[config.mk]
export PLATFORM = sky130hd
export DESIGN_NAME = rom_core_top
export DESIGN_NICKNAME = d
export VERILOG_FILES = /design/src/source/rom_core_pkg.sv /design/src/source/frac_cen.sv /design/src/source/prog_loader.sv /design/src/source/prom_table.sv /design/src/source/rom_core_top.sv /design/src/source/rom_slot.sv
export SDC_FILE = /design/constraint.sdc
export NUM_CORES = 2
export LEC_CHECK = 0
export ABC_AREA = 1
export ABC_CLOCK_PERIOD_IN_PS = 13100
export CORE_MARGIN = 1.5
export CORE_UTILIZATION = 65
export DETAILED_ROUTE_END_ITERATION = 8
export DONT_BUFFER_PORTS = 1
export HOLD_SLACK_MARGIN = 0.12
export PLACE_DENSITY = 0.81
export SETUP_SLACK_MARGIN = 0.4
export SYNTH_ARGS = -nofsm -noshare
export SYNTH_HDL_FRONTEND = slang
export SYNTH_SLANG_ARGS = --single-unit
[constraint.sdc]
create_clock -name clk -period 13.1 [get_ports clk]
set_input_delay 1.31 -clock clk [delete_from_list [all_inputs] [get_ports clk]]
set_output_delay 1.31 -clock clk [all_outputs]
set_load 0.02 [all_outputs]
[src/source/rom_core_pkg.sv]
// Address map assumes a download image of at most 0x8201 bytes; SDRAM words are 32 bits wide
package rom_core_pkg;

    // Download byte map
    localparam logic [21:0] main_base   = 22'h00_0000;
    localparam logic [21:0] main_last   = 22'h00_7FFF;  // 32 kB CPU ROM
    localparam logic [21:0] pal_base    = 22'h00_8000;
    localparam logic [21:0] timing_base = 22'h00_8100;
    localparam logic [21:0] crypt_addr  = 22'h00_8200;  // Bit 0 flags an encrypted set

    localparam int pal_depth    = 32;
    localparam int timing_depth = 256;

    // Colour PROM entry, red sits in the low bits
    typedef struct packed {
        logic [2:0] blue;
        logic [2:0] green;
        logic [2:0] red;
    } pal_entry_t;

    // Timing PROM entry, hblank is bit 0
    typedef struct packed {
        logic [1:0] phase;
        logic       vblank;
        logic       hblank;
    } timing_entry_t;

    // Word address counted in 32-bit units
    typedef struct packed {
        logic [21:0] addr;
        logic [1:0]  tag;
    } sdram_req_t;

    // Tag echoes the request it answers
    typedef struct packed {
        logic [31:0] data;
        logic [1:0]  tag;
    } sdram_rsp_t;

    // SDRAM programming write
    typedef struct packed {
        logic [21:0] addr;  // 16-bit word address
        logic [7:0]  data;
        logic [1:0]  mask;  // Active low, selects the byte lane
    } prog_t;

endpackage

[src/source/frac_cen.sv]
// Expects 0 < num <= den; enables are one clk wide and start from reset with an empty accumulator
module frac_cen #(
    parameter int num = 1,
    parameter int den = 2
) (
    input  logic clk,
    input  logic rst_n,
    output logic cen,
    output logic cen_half
);

    localparam int aw = $clog2(num + den) + 1;
    localparam logic [aw-1:0] num_w = aw'(num);
    localparam logic [aw-1:0] den_w = aw'(den);

    logic [aw-1:0] acc;
    logic [aw-1:0] sum;
    logic          wrap;    // Accumulator crossed den this cycle
    logic          toggle;  // High after an odd number of enables

    assign sum  = acc + num_w;
    assign wrap = sum >= den_w;

    always_ff @(posedge clk or negedge rst_n) begin
        if (!rst_n) begin
            acc      <= '0;
            cen      <= 1'b0;
            cen_half <= 1'b0;
            toggle   <= 1'b0;
        end else begin
            acc      <= wrap ? sum - den_w : sum;
            cen      <= wrap;
            cen_half <= wrap & toggle;  // Second, fourth, ... enable
            if (wrap) begin
                toggle <= ~toggle;
            end
        end
    end

endmodule

[src/source/prog_loader.sv]
// Writes outside the map are dropped; the core reset is held for the whole download
module prog_loader
    import rom_core_pkg::*;
(
    input  logic        clk,
    input  logic        rst_n,
    input  logic        downloading,
    input  logic        ioctl_wr,
    input  logic [21:0] ioctl_addr,
    input  logic [7:0]  ioctl_data,
    output prog_t       prog,
    output logic        prog_we,
    output logic        pal_we,
    output logic        timing_we,
    output logic [7:0]  prom_addr,
    output logic [7:0]  prom_data,
    output logic        encrypted,
    output logic        core_rst_n
);

    logic       in_main;
    logic       in_pal;
    logic       in_timing;
    logic       in_crypt;
    logic [1:0] rst_sr;     // Release shift register

    // Address decode against the download map
    assign in_main   = (ioctl_addr >= main_base) && (ioctl_addr <= main_last);
    assign in_pal    = (ioctl_addr >= pal_base)
                    && (ioctl_addr < pal_base + 22'(pal_depth));
    assign in_timing = (ioctl_addr >= timing_base)
                    && (ioctl_addr < timing_base + 22'(timing_depth));
    assign in_crypt  = ioctl_addr == crypt_addr;

    // Strobes and flag
    always_ff @(posedge clk or negedge rst_n) begin
        if (!rst_n) begin
            prog_we   <= 1'b0;
            pal_we    <= 1'b0;
            timing_we <= 1'b0;
            encrypted <= 1'b0;
        end else begin
            prog_we   <= ioctl_wr & in_main;
            pal_we    <= ioctl_wr & in_pal;
            timing_we <= ioctl_wr & in_timing;
            if (ioctl_wr && in_crypt) begin
                encrypted <= ioctl_data[0];
            end
        end
    end

    // Payload registers
    always_ff @(posedge clk) begin
        if (ioctl_wr && in_main) begin
            prog.addr <= ioctl_addr >> 1;
            prog.data <= ioctl_data;
            prog.mask <= ioctl_addr[0] ? 2'b01 : 2'b10;  // Odd byte is the upper lane
        end
        if (ioctl_wr && (in_pal || in_timing)) begin
            prom_addr <= ioctl_addr[7:0];  // Both PROM bases sit on 256-byte boundaries
            prom_data <= ioctl_data;
        end
    end

    // Two-stage release once the download is over
    always_ff @(posedge clk or negedge rst_n) begin
        if (!rst_n) begin
            rst_sr <= 2'b00;
        end else if (downloading) begin
            rst_sr <= 2'b00;
        end else begin
            rst_sr <= {rst_sr[0], 1'b1};
        end
    end

    assign core_rst_n = rst_sr[1] & ~downloading;  // Drops as soon as a download starts

endmodule

[src/source/prom_table.sv]
// Contents are undefined until written; no reset, the read port always lags raddr by one clk
module prom_table #(
    parameter type entry_t = logic [7:0],
    parameter int  depth   = 32
) (
    input  logic                     clk,
    input  logic                     we,
    input  logic [$clog2(depth)-1:0] waddr,
    input  entry_t                   wdata,
    input  logic [$clog2(depth)-1:0] raddr,
    output entry_t                   rdata
);

    entry_t mem [depth];  // Maps to block or distributed RAM

    // Download side
    always_ff @(posedge clk) begin
        if (we) begin
            mem[waddr] <= wdata;
        end
    end

    // Video side read
    always_ff @(posedge clk) begin
        rdata <= mem[raddr];
    end

endmodule

[src/source/rom_core_top.sv]
// Single clock domain; palette blue MSB loads as zero since PROM bytes are 8 bits wide
module rom_core_top
    import rom_core_pkg::*;
#(
    parameter int          sdram_credits = 2,
    parameter int unsigned rom_offset    = 0,
    parameter int          pxl_num       = 21,
    parameter int          pxl_den       = 50,
    parameter int          cpu_num       = 1,
    parameter int          cpu_den       = 12
) (
    input  logic          clk,
    input  logic          rst_n,
    // Download
    input  logic          downloading,
    input  logic          ioctl_wr,
    input  logic [21:0]   ioctl_addr,
    input  logic [7:0]    ioctl_data,
    output prog_t         prog,
    output logic          prog_we,
    // CPU ROM
    input  logic          rom_cs,
    input  logic [14:0]   rom_addr,
    output logic          rom_ok,
    output logic [7:0]    rom_data,
    // SDRAM
    output logic          req_valid,
    output sdram_req_t    req,
    input  logic          rsp_valid,
    input  sdram_rsp_t    rsp,
    // PROM reads
    input  logic [4:0]    pal_raddr,
    output pal_entry_t    pal_rdata,
    input  logic [7:0]    timing_raddr,
    output timing_entry_t timing_rdata,
    output logic          encrypted,
    output logic          core_rst_n,
    // Clock enables
    output logic          pxl_cen,
    output logic          pxl2_cen,
    output logic          cpu_cen,
    output logic          ay_cen
);

    logic       pal_we;
    logic       timing_we;
    logic [7:0] prom_addr;
    logic [7:0] prom_data;

    prog_loader u_loader (
        .clk         ( clk         ),
        .rst_n       ( rst_n       ),
        .downloading ( downloading ),
        .ioctl_wr    ( ioctl_wr    ),
        .ioctl_addr  ( ioctl_addr  ),
        .ioctl_data  ( ioctl_data  ),
        .prog        ( prog        ),
        .prog_we     ( prog_we     ),
        .pal_we      ( pal_we      ),
        .timing_we   ( timing_we   ),
        .prom_addr   ( prom_addr   ),
        .prom_data   ( prom_data   ),
        .encrypted   ( encrypted   ),
        .core_rst_n  ( core_rst_n  )
    );

    frac_cen #(.num(pxl_num), .den(pxl_den)) u_cen_pxl (
        .clk      ( clk      ),
        .rst_n    ( rst_n    ),
        .cen      ( pxl_cen  ),     // Base pixel rate
        .cen_half ( pxl2_cen )
    );

    frac_cen #(.num(cpu_num), .den(cpu_den)) u_cen_cpu (
        .clk      ( clk     ),
        .rst_n    ( rst_n   ),
        .cen      ( cpu_cen ),
        .cen_half ( ay_cen  )       // PSG runs at half the CPU rate
    );

    prom_table #(.entry_t(pal_entry_t), .depth(pal_depth)) u_pal (
        .clk   ( clk                             ),
        .we    ( pal_we                          ),
        .waddr ( prom_addr[4:0]                  ),
        .wdata ( pal_entry_t'({1'b0, prom_data}) ),
        .raddr ( pal_raddr                       ),
        .rdata ( pal_rdata                       )
    );

    prom_table #(.entry_t(timing_entry_t), .depth(timing_depth)) u_timing (
        .clk   ( clk                             ),
        .we    ( timing_we                       ),
        .waddr ( prom_addr                       ),
        .wdata ( timing_entry_t'(prom_data[3:0]) ),
        .raddr ( timing_raddr                    ),
        .rdata ( timing_rdata                    )
    );

    rom_slot #(.sdram_credits(sdram_credits), .rom_offset(rom_offset)) u_slot (
        .clk        ( clk        ),
        .rst_n      ( rst_n      ),
        .core_rst_n ( core_rst_n ),
        .rom_cs     ( rom_cs     ),
        .rom_addr   ( rom_addr   ),
        .rom_ok     ( rom_ok     ),
        .rom_data   ( rom_data   ),
        .req_valid  ( req_valid  ),
        .req        ( req        ),
        .rsp_valid  ( rsp_valid  ),
        .rsp        ( rsp        )
    );

endmodule

[src/source/rom_slot.sv]
// Assumes the SDRAM answers every request once; stale data is discarded only via core_rst_n
module rom_slot
    import rom_core_pkg::*;
#(
    parameter int          sdram_credits = 2,
    parameter int unsigned rom_offset    = 0
) (
    input  logic        clk,
    input  logic        rst_n,
    input  logic        core_rst_n,
    input  logic        rom_cs,
    input  logic [14:0] rom_addr,
    output logic        rom_ok,
    output logic [7:0]  rom_data,
    output logic        req_valid,
    output sdram_req_t  req,
    input  logic        rsp_valid,
    input  sdram_rsp_t  rsp
);

    localparam int cw = $clog2(sdram_credits + 1);

    logic [cw-1:0] credits;
    logic [1:0]    line_valid;
    logic [1:0]    line_pend;
    logic [12:0]   line_addr [2];
    logic [31:0]   line_data [2];
    logic          mru;             // Line hit most recently

    logic [12:0] word;
    logic [12:0] next_word;
    logic [1:0]  hit;
    logic [1:0]  pmatch;
    logic [1:0]  nhas;
    logic        hit_idx;
    logic        dem_res;
    logic        dem_idx;
    logic        victim;
    logic        can_issue;
    logic        miss_req;
    logic        pf_req;
    logic        issue;
    logic        issue_idx;
    logic [12:0] issue_word;
    logic        ok_q;
    logic [14:0] addr_q;

    assign word      = rom_addr[14:2];
    assign next_word = word + 13'd1;

    // Tag compare on both lines
    always_comb begin
        for (int i = 0; i < 2; i++) begin
            hit[i]    = line_valid[i] && (line_addr[i] == word);
            pmatch[i] = line_pend[i] && (line_addr[i] == word);
            nhas[i]   = (line_valid[i] || line_pend[i]) && (line_addr[i] == next_word);
        end
    end

    assign hit_idx = hit[1];
    assign dem_res = |(hit | pmatch);   // Demand word present or on its way
    assign dem_idx = hit[1] | pmatch[1];

    // Replace a line with nothing in flight, the older one if both are free
    assign victim = (line_pend == 2'b00) ? ~mru : line_pend[0];

    assign can_issue  = core_rst_n && rom_cs && (credits != '0);
    assign miss_req   = can_issue && !dem_res && (line_pend != 2'b11);
    assign pf_req     = can_issue && dem_res && (nhas == 2'b00) && !line_pend[~dem_idx];
    assign issue      = miss_req | pf_req;
    assign issue_idx  = miss_req ? victim : ~dem_idx;
    assign issue_word = miss_req ? word : next_word;

    // Control state
    always_ff @(posedge clk or negedge rst_n) begin
        if (!rst_n) begin
            credits    <= cw'(sdram_credits);
            line_valid <= 2'b00;
            line_pend  <= 2'b00;
            mru        <= 1'b0;
            req_valid  <= 1'b0;
            ok_q       <= 1'b0;
        end else begin
            case ({issue, rsp_valid})
                2'b10:   credits <= credits - 1'b1;
                2'b01:   credits <= credits + 1'b1;
                default: credits <= credits;
            endcase
            if (rsp_valid) begin
                line_pend[rsp.tag[0]]  <= 1'b0;
                line_valid[rsp.tag[0]] <= 1'b1;
            end
            if (issue) begin
                line_pend[issue_idx]  <= 1'b1;
                line_valid[issue_idx] <= 1'b0;
            end
            if (!core_rst_n) begin
                line_valid <= 2'b00;    // Flush, pending replies still return credits
            end
            if (rom_cs && (hit != 2'b00)) begin
                mru <= hit_idx;
            end
            req_valid <= issue;
            ok_q      <= rom_cs && (hit != 2'b00);
        end
    end

    // Payload
    always_ff @(posedge clk) begin
        if (issue) begin
            line_addr[issue_idx] <= issue_word;
            req.addr             <= 22'(rom_offset) + {9'd0, issue_word};
            req.tag              <= {1'b0, issue_idx};
        end
        if (rsp_valid) begin
            line_data[rsp.tag[0]] <= rsp.data;
        end
        rom_data <= line_data[hit_idx][{rom_addr[1:0], 3'b000} +: 8];  // Little endian
        addr_q   <= rom_addr;
    end

    // Only valid for the address it was looked up with
    assign rom_ok = ok_q & rom_cs & (rom_addr == addr_q);

endmodule

==> results.py <==
metrics = {
    "run_status": {
        "status": "complete, no violations",
    },
    "worst_setup_path": {
        "cp.arrival_ns": 5.13,
        "cp_max_fo": 553,
        "critPathLaunchType": "input port",
        "required_ns": 13.81,
        "cp-end-kind": "flip-flop",
        "critical_path_class": "in -> reg",
    },
    "synthesis": {
        "synthArstFlopShare_pct": 2.267,
        "synthCells": 5200,
        "synthFlopType": "edfxtp_1",
        "synth-seq-cells": 1500,
        "yosysWarnings": 0,
        "yosysSeqAreaShare_pct": 72.66,
        "synth_area_per_cell_um2": 11.78,
        "synth_edf_count": 1431,
        "ys_types": 52,
        "syn_area_um2": 61280,
    },
    "layout": {
        "drive_above_1_share_pct": 5.983,
        "fin_area_um2": 66690,
        "nets": 5165,
        "utilization_pct": 71.46,
        "syn2layout_area_growth_pct": 8.833,
    },
    "timing": {
        "finClkSkew_ns": 0.03609,
        "grt_setup_unrepaired": "no",
        "max_freq_mhz": 226.1,
        "hold_violations": 0,
        "fin_hold_ws_ns": 0.2423,
        "slew_headroom_pct": 16.68,
        "drv_slew": 0,
        "tightest_slew_ns": 1.250,
        "period_share_pct": 33.76,
        "period_needed_ns": 4.422,
        "setup_viol": 0,
        "setup_tns_ns": 0,
    },
    "clocking": {
        "htreeDepth": 4,
        "clock_sinks": 1500,
        "cts_tree": "yes",
        "clock-root-buffer": "clkbuf_16",
        "clk_latency_ns": 0.77,
        "clock_path_buffers": 3,
        "cts_made_buffers": 147,
        "post_cts_resized": 0,
        "postCtsSetupBuffers": 0,
        "clk_pin_slew_ns": 0.06,
        "hold_buffers": 0,
    },
    "floorplan": {
        "dieHeight_um": 310.0,
        "rows": 112,
        "die_w_um": 310.0,
        "io_pins": 184,
        "dieArea_um2": 96130,
        "initial_core_util_pct": 65.66,
        "core_um2": 93330,
    },
    "job": {
        "cap_violations": 0,
    },
    "detailed_routing": {
        "drcViolationCount": 0,
        "ant_nets": 0,
        "routed_wl_um": 147300,
        "wl_per_cell_um": 22.89,
        "vias": 40660,
        "dr.pass1.iters": 6,
        "via_per_inst": 6.318,
        "drtIter0Drc": 5775,
    },
    "place": {
        "gp_congestion": 0.8940,
        "post_dp_cell_area_um2": 61710,
        "portBuffers": 0,
        "dpl.hpwl_um": 77460,
    },
    "global_routing": {
        "grt.total_usage_pct": 30.64,
        "grt_pass1_vias": 38890,
        "grt_overflow_total": 0,
        "grt_first_pass_wirelength_um": 221400,
        "antenna_found_initial": 1,
        "grt_max_degree": 554,
    },
    "hold_path": {
        "worstHoldPathType": "in -> async",
    },
    "power": {
        "ir_drop_v": 0.0001543,
        "p_leak_uw": 0.02297,
        "power.density_nw_per_um2": 148.4,
    },
}
[routing by layer]
metal  wire [µm]  global-route usage, %  up-vias
met4        7976                  16.29        2
li1            -                      -    18180
met1       52500                  39.71    19390
met3       16400                  6.634      506
met5          13                      0        -
met2       70460                  49.05     2591
[cells in the mapped netlist, drive strengths merged (25+ instances only)]
cell type | n | area (µm²)
xor2 | 25 | 219.0
inv | 154 | 578.1
clkbuf | 154 | 578.1
nand3 | 801 | 4026
o22ai | 101 | 631.9
dfxtp | 35 | 700.7
buf | 183 | 954.6
nor2 | 660 | 2517
o221ai | 48 | 420.4
a21oi | 64 | 327.8
o21ai | 368 | 1853
nand2 | 1052 | 3981
edfxtp | 1431 | 42970
dfrtp | 33 | 825.8
[registers in the layout, summed over array words and instances, names as in the netlist, 2 cells and up]
register	flops
u_slot.line_pend	2
u_slot.rom_data	8
u_loader.prom_addr	8
u_timing.rdata	4
u_cen_cpu.acc	5
u_slot.addr_q	15
u_slot.line_data	64
u_slot.req	14
u_loader.prom_data	8
u_slot.credits	2
u_pal.rdata	8
u_pal.mem	256
u_cen_pxl.acc	8
u_slot.line_valid	2
u_timing.mem	1024
u_loader.prog	31
u_loader.rst_sr	2
u_slot.line_addr	26
[power by group]
group / internal [µW] / switching (µW) / leakage, µW
Sequential: 5220 / 29.1 / 0.0136
Clock: 2470 / 1830 / 0.00242
Combinational: 118 / 238 / 0.00693
Total: 7800 / 2100 / 0.0230
[layout make-up]
class | count | area, µm²
diodes | 1 | 2.502
clock buffers | 182 | 3901
clock inverters | 88 | 1080
fillers | 5857 | 26640
inverters | 156 | 601.8
multi-input cells | 3218 | 14690
flip-flops and latches | 1500 | 44520
well taps | 1254 | 1569
repair buffers | 37 | 327.8
[final timing paths]
kind,startpoint,to,slack [ns],cells after the start
max,timing_raddr[0],u_timing.rdata[1],8.68,13
min,rst_n,u_loader.rst_sr[1],0.24,0
max reg2reg,u_loader.prom_addr[4],u_timing.mem[24][1],9.99,4
min reg2reg,u_loader.rst_sr[0],u_loader.rst_sr[1],0.47,2
max in group asynchronous,rst_n,u_slot.credits[1],12.68,0
min in group clk,u_loader.rst_sr[0],u_loader.rst_sr[1],0.47,2
[logic make-up (layout without fill, tap and decap cells)]
family,Yosys count,in the layout,share of synthesized area (%)
adders and majority gates,7,7,0.1429
DFF,1500,1500,72.66
buffers and inverters,493,463,3.457
AOI/OAI and AO/OA,607,607,5.594
and+or+nand+nor,2552,2552,17.54
muxes,2,2,0.03471
other,1,13,0.006119
xor gates and xnor gates,38,38,0.5676
[through the flow]
step / cells / setup slack (ns) / total power, µW
final: 6436 / 8.678 / 9898
after floorplan: 5211 / 8.145 / 5649
after detailed placement: 6165 / 8.080 / 5685
after CTS: 6435 / 8.876 / 9908
after global routing: 6435 / 8.474 / 10130
after global placement: 6165 / 8.168 / 5674
[worst max-delay path: stages]
cell and delay (ns):
inv_8 0.65, buf_4 0.80, buf_4 0.95, nand2_1 0.14
nand3_1 0.13, nand3_1 0.14, nand3_1 0.13, nand3_1 0.10
nand2_1 0.10, nand2_1 0.06, nand3_1 0.19, nand3_1 0.12
nand2_1 0.08
[cell usage in the layout, fill, tap and decap left out, types with 17 or more instances in the layout]
master	instances
inv_1	137
nor2_1	647
o221ai_1	48
nor3_1	21
nand3_1	799
clkinv_1	29
clkinv_2	24
dfxtp_1	35
clkbuf_1	27
o21ai_1	17
xor2_1	25
buf_4	33
o22ai_1	101
edfxtp_1	1431
o21ai_0	348
a21oi_1	62
nand2_1	1043
dfrtp_1	33
clkbuf_16	148
No activity file was read; power rests on OpenSTA's default activity.
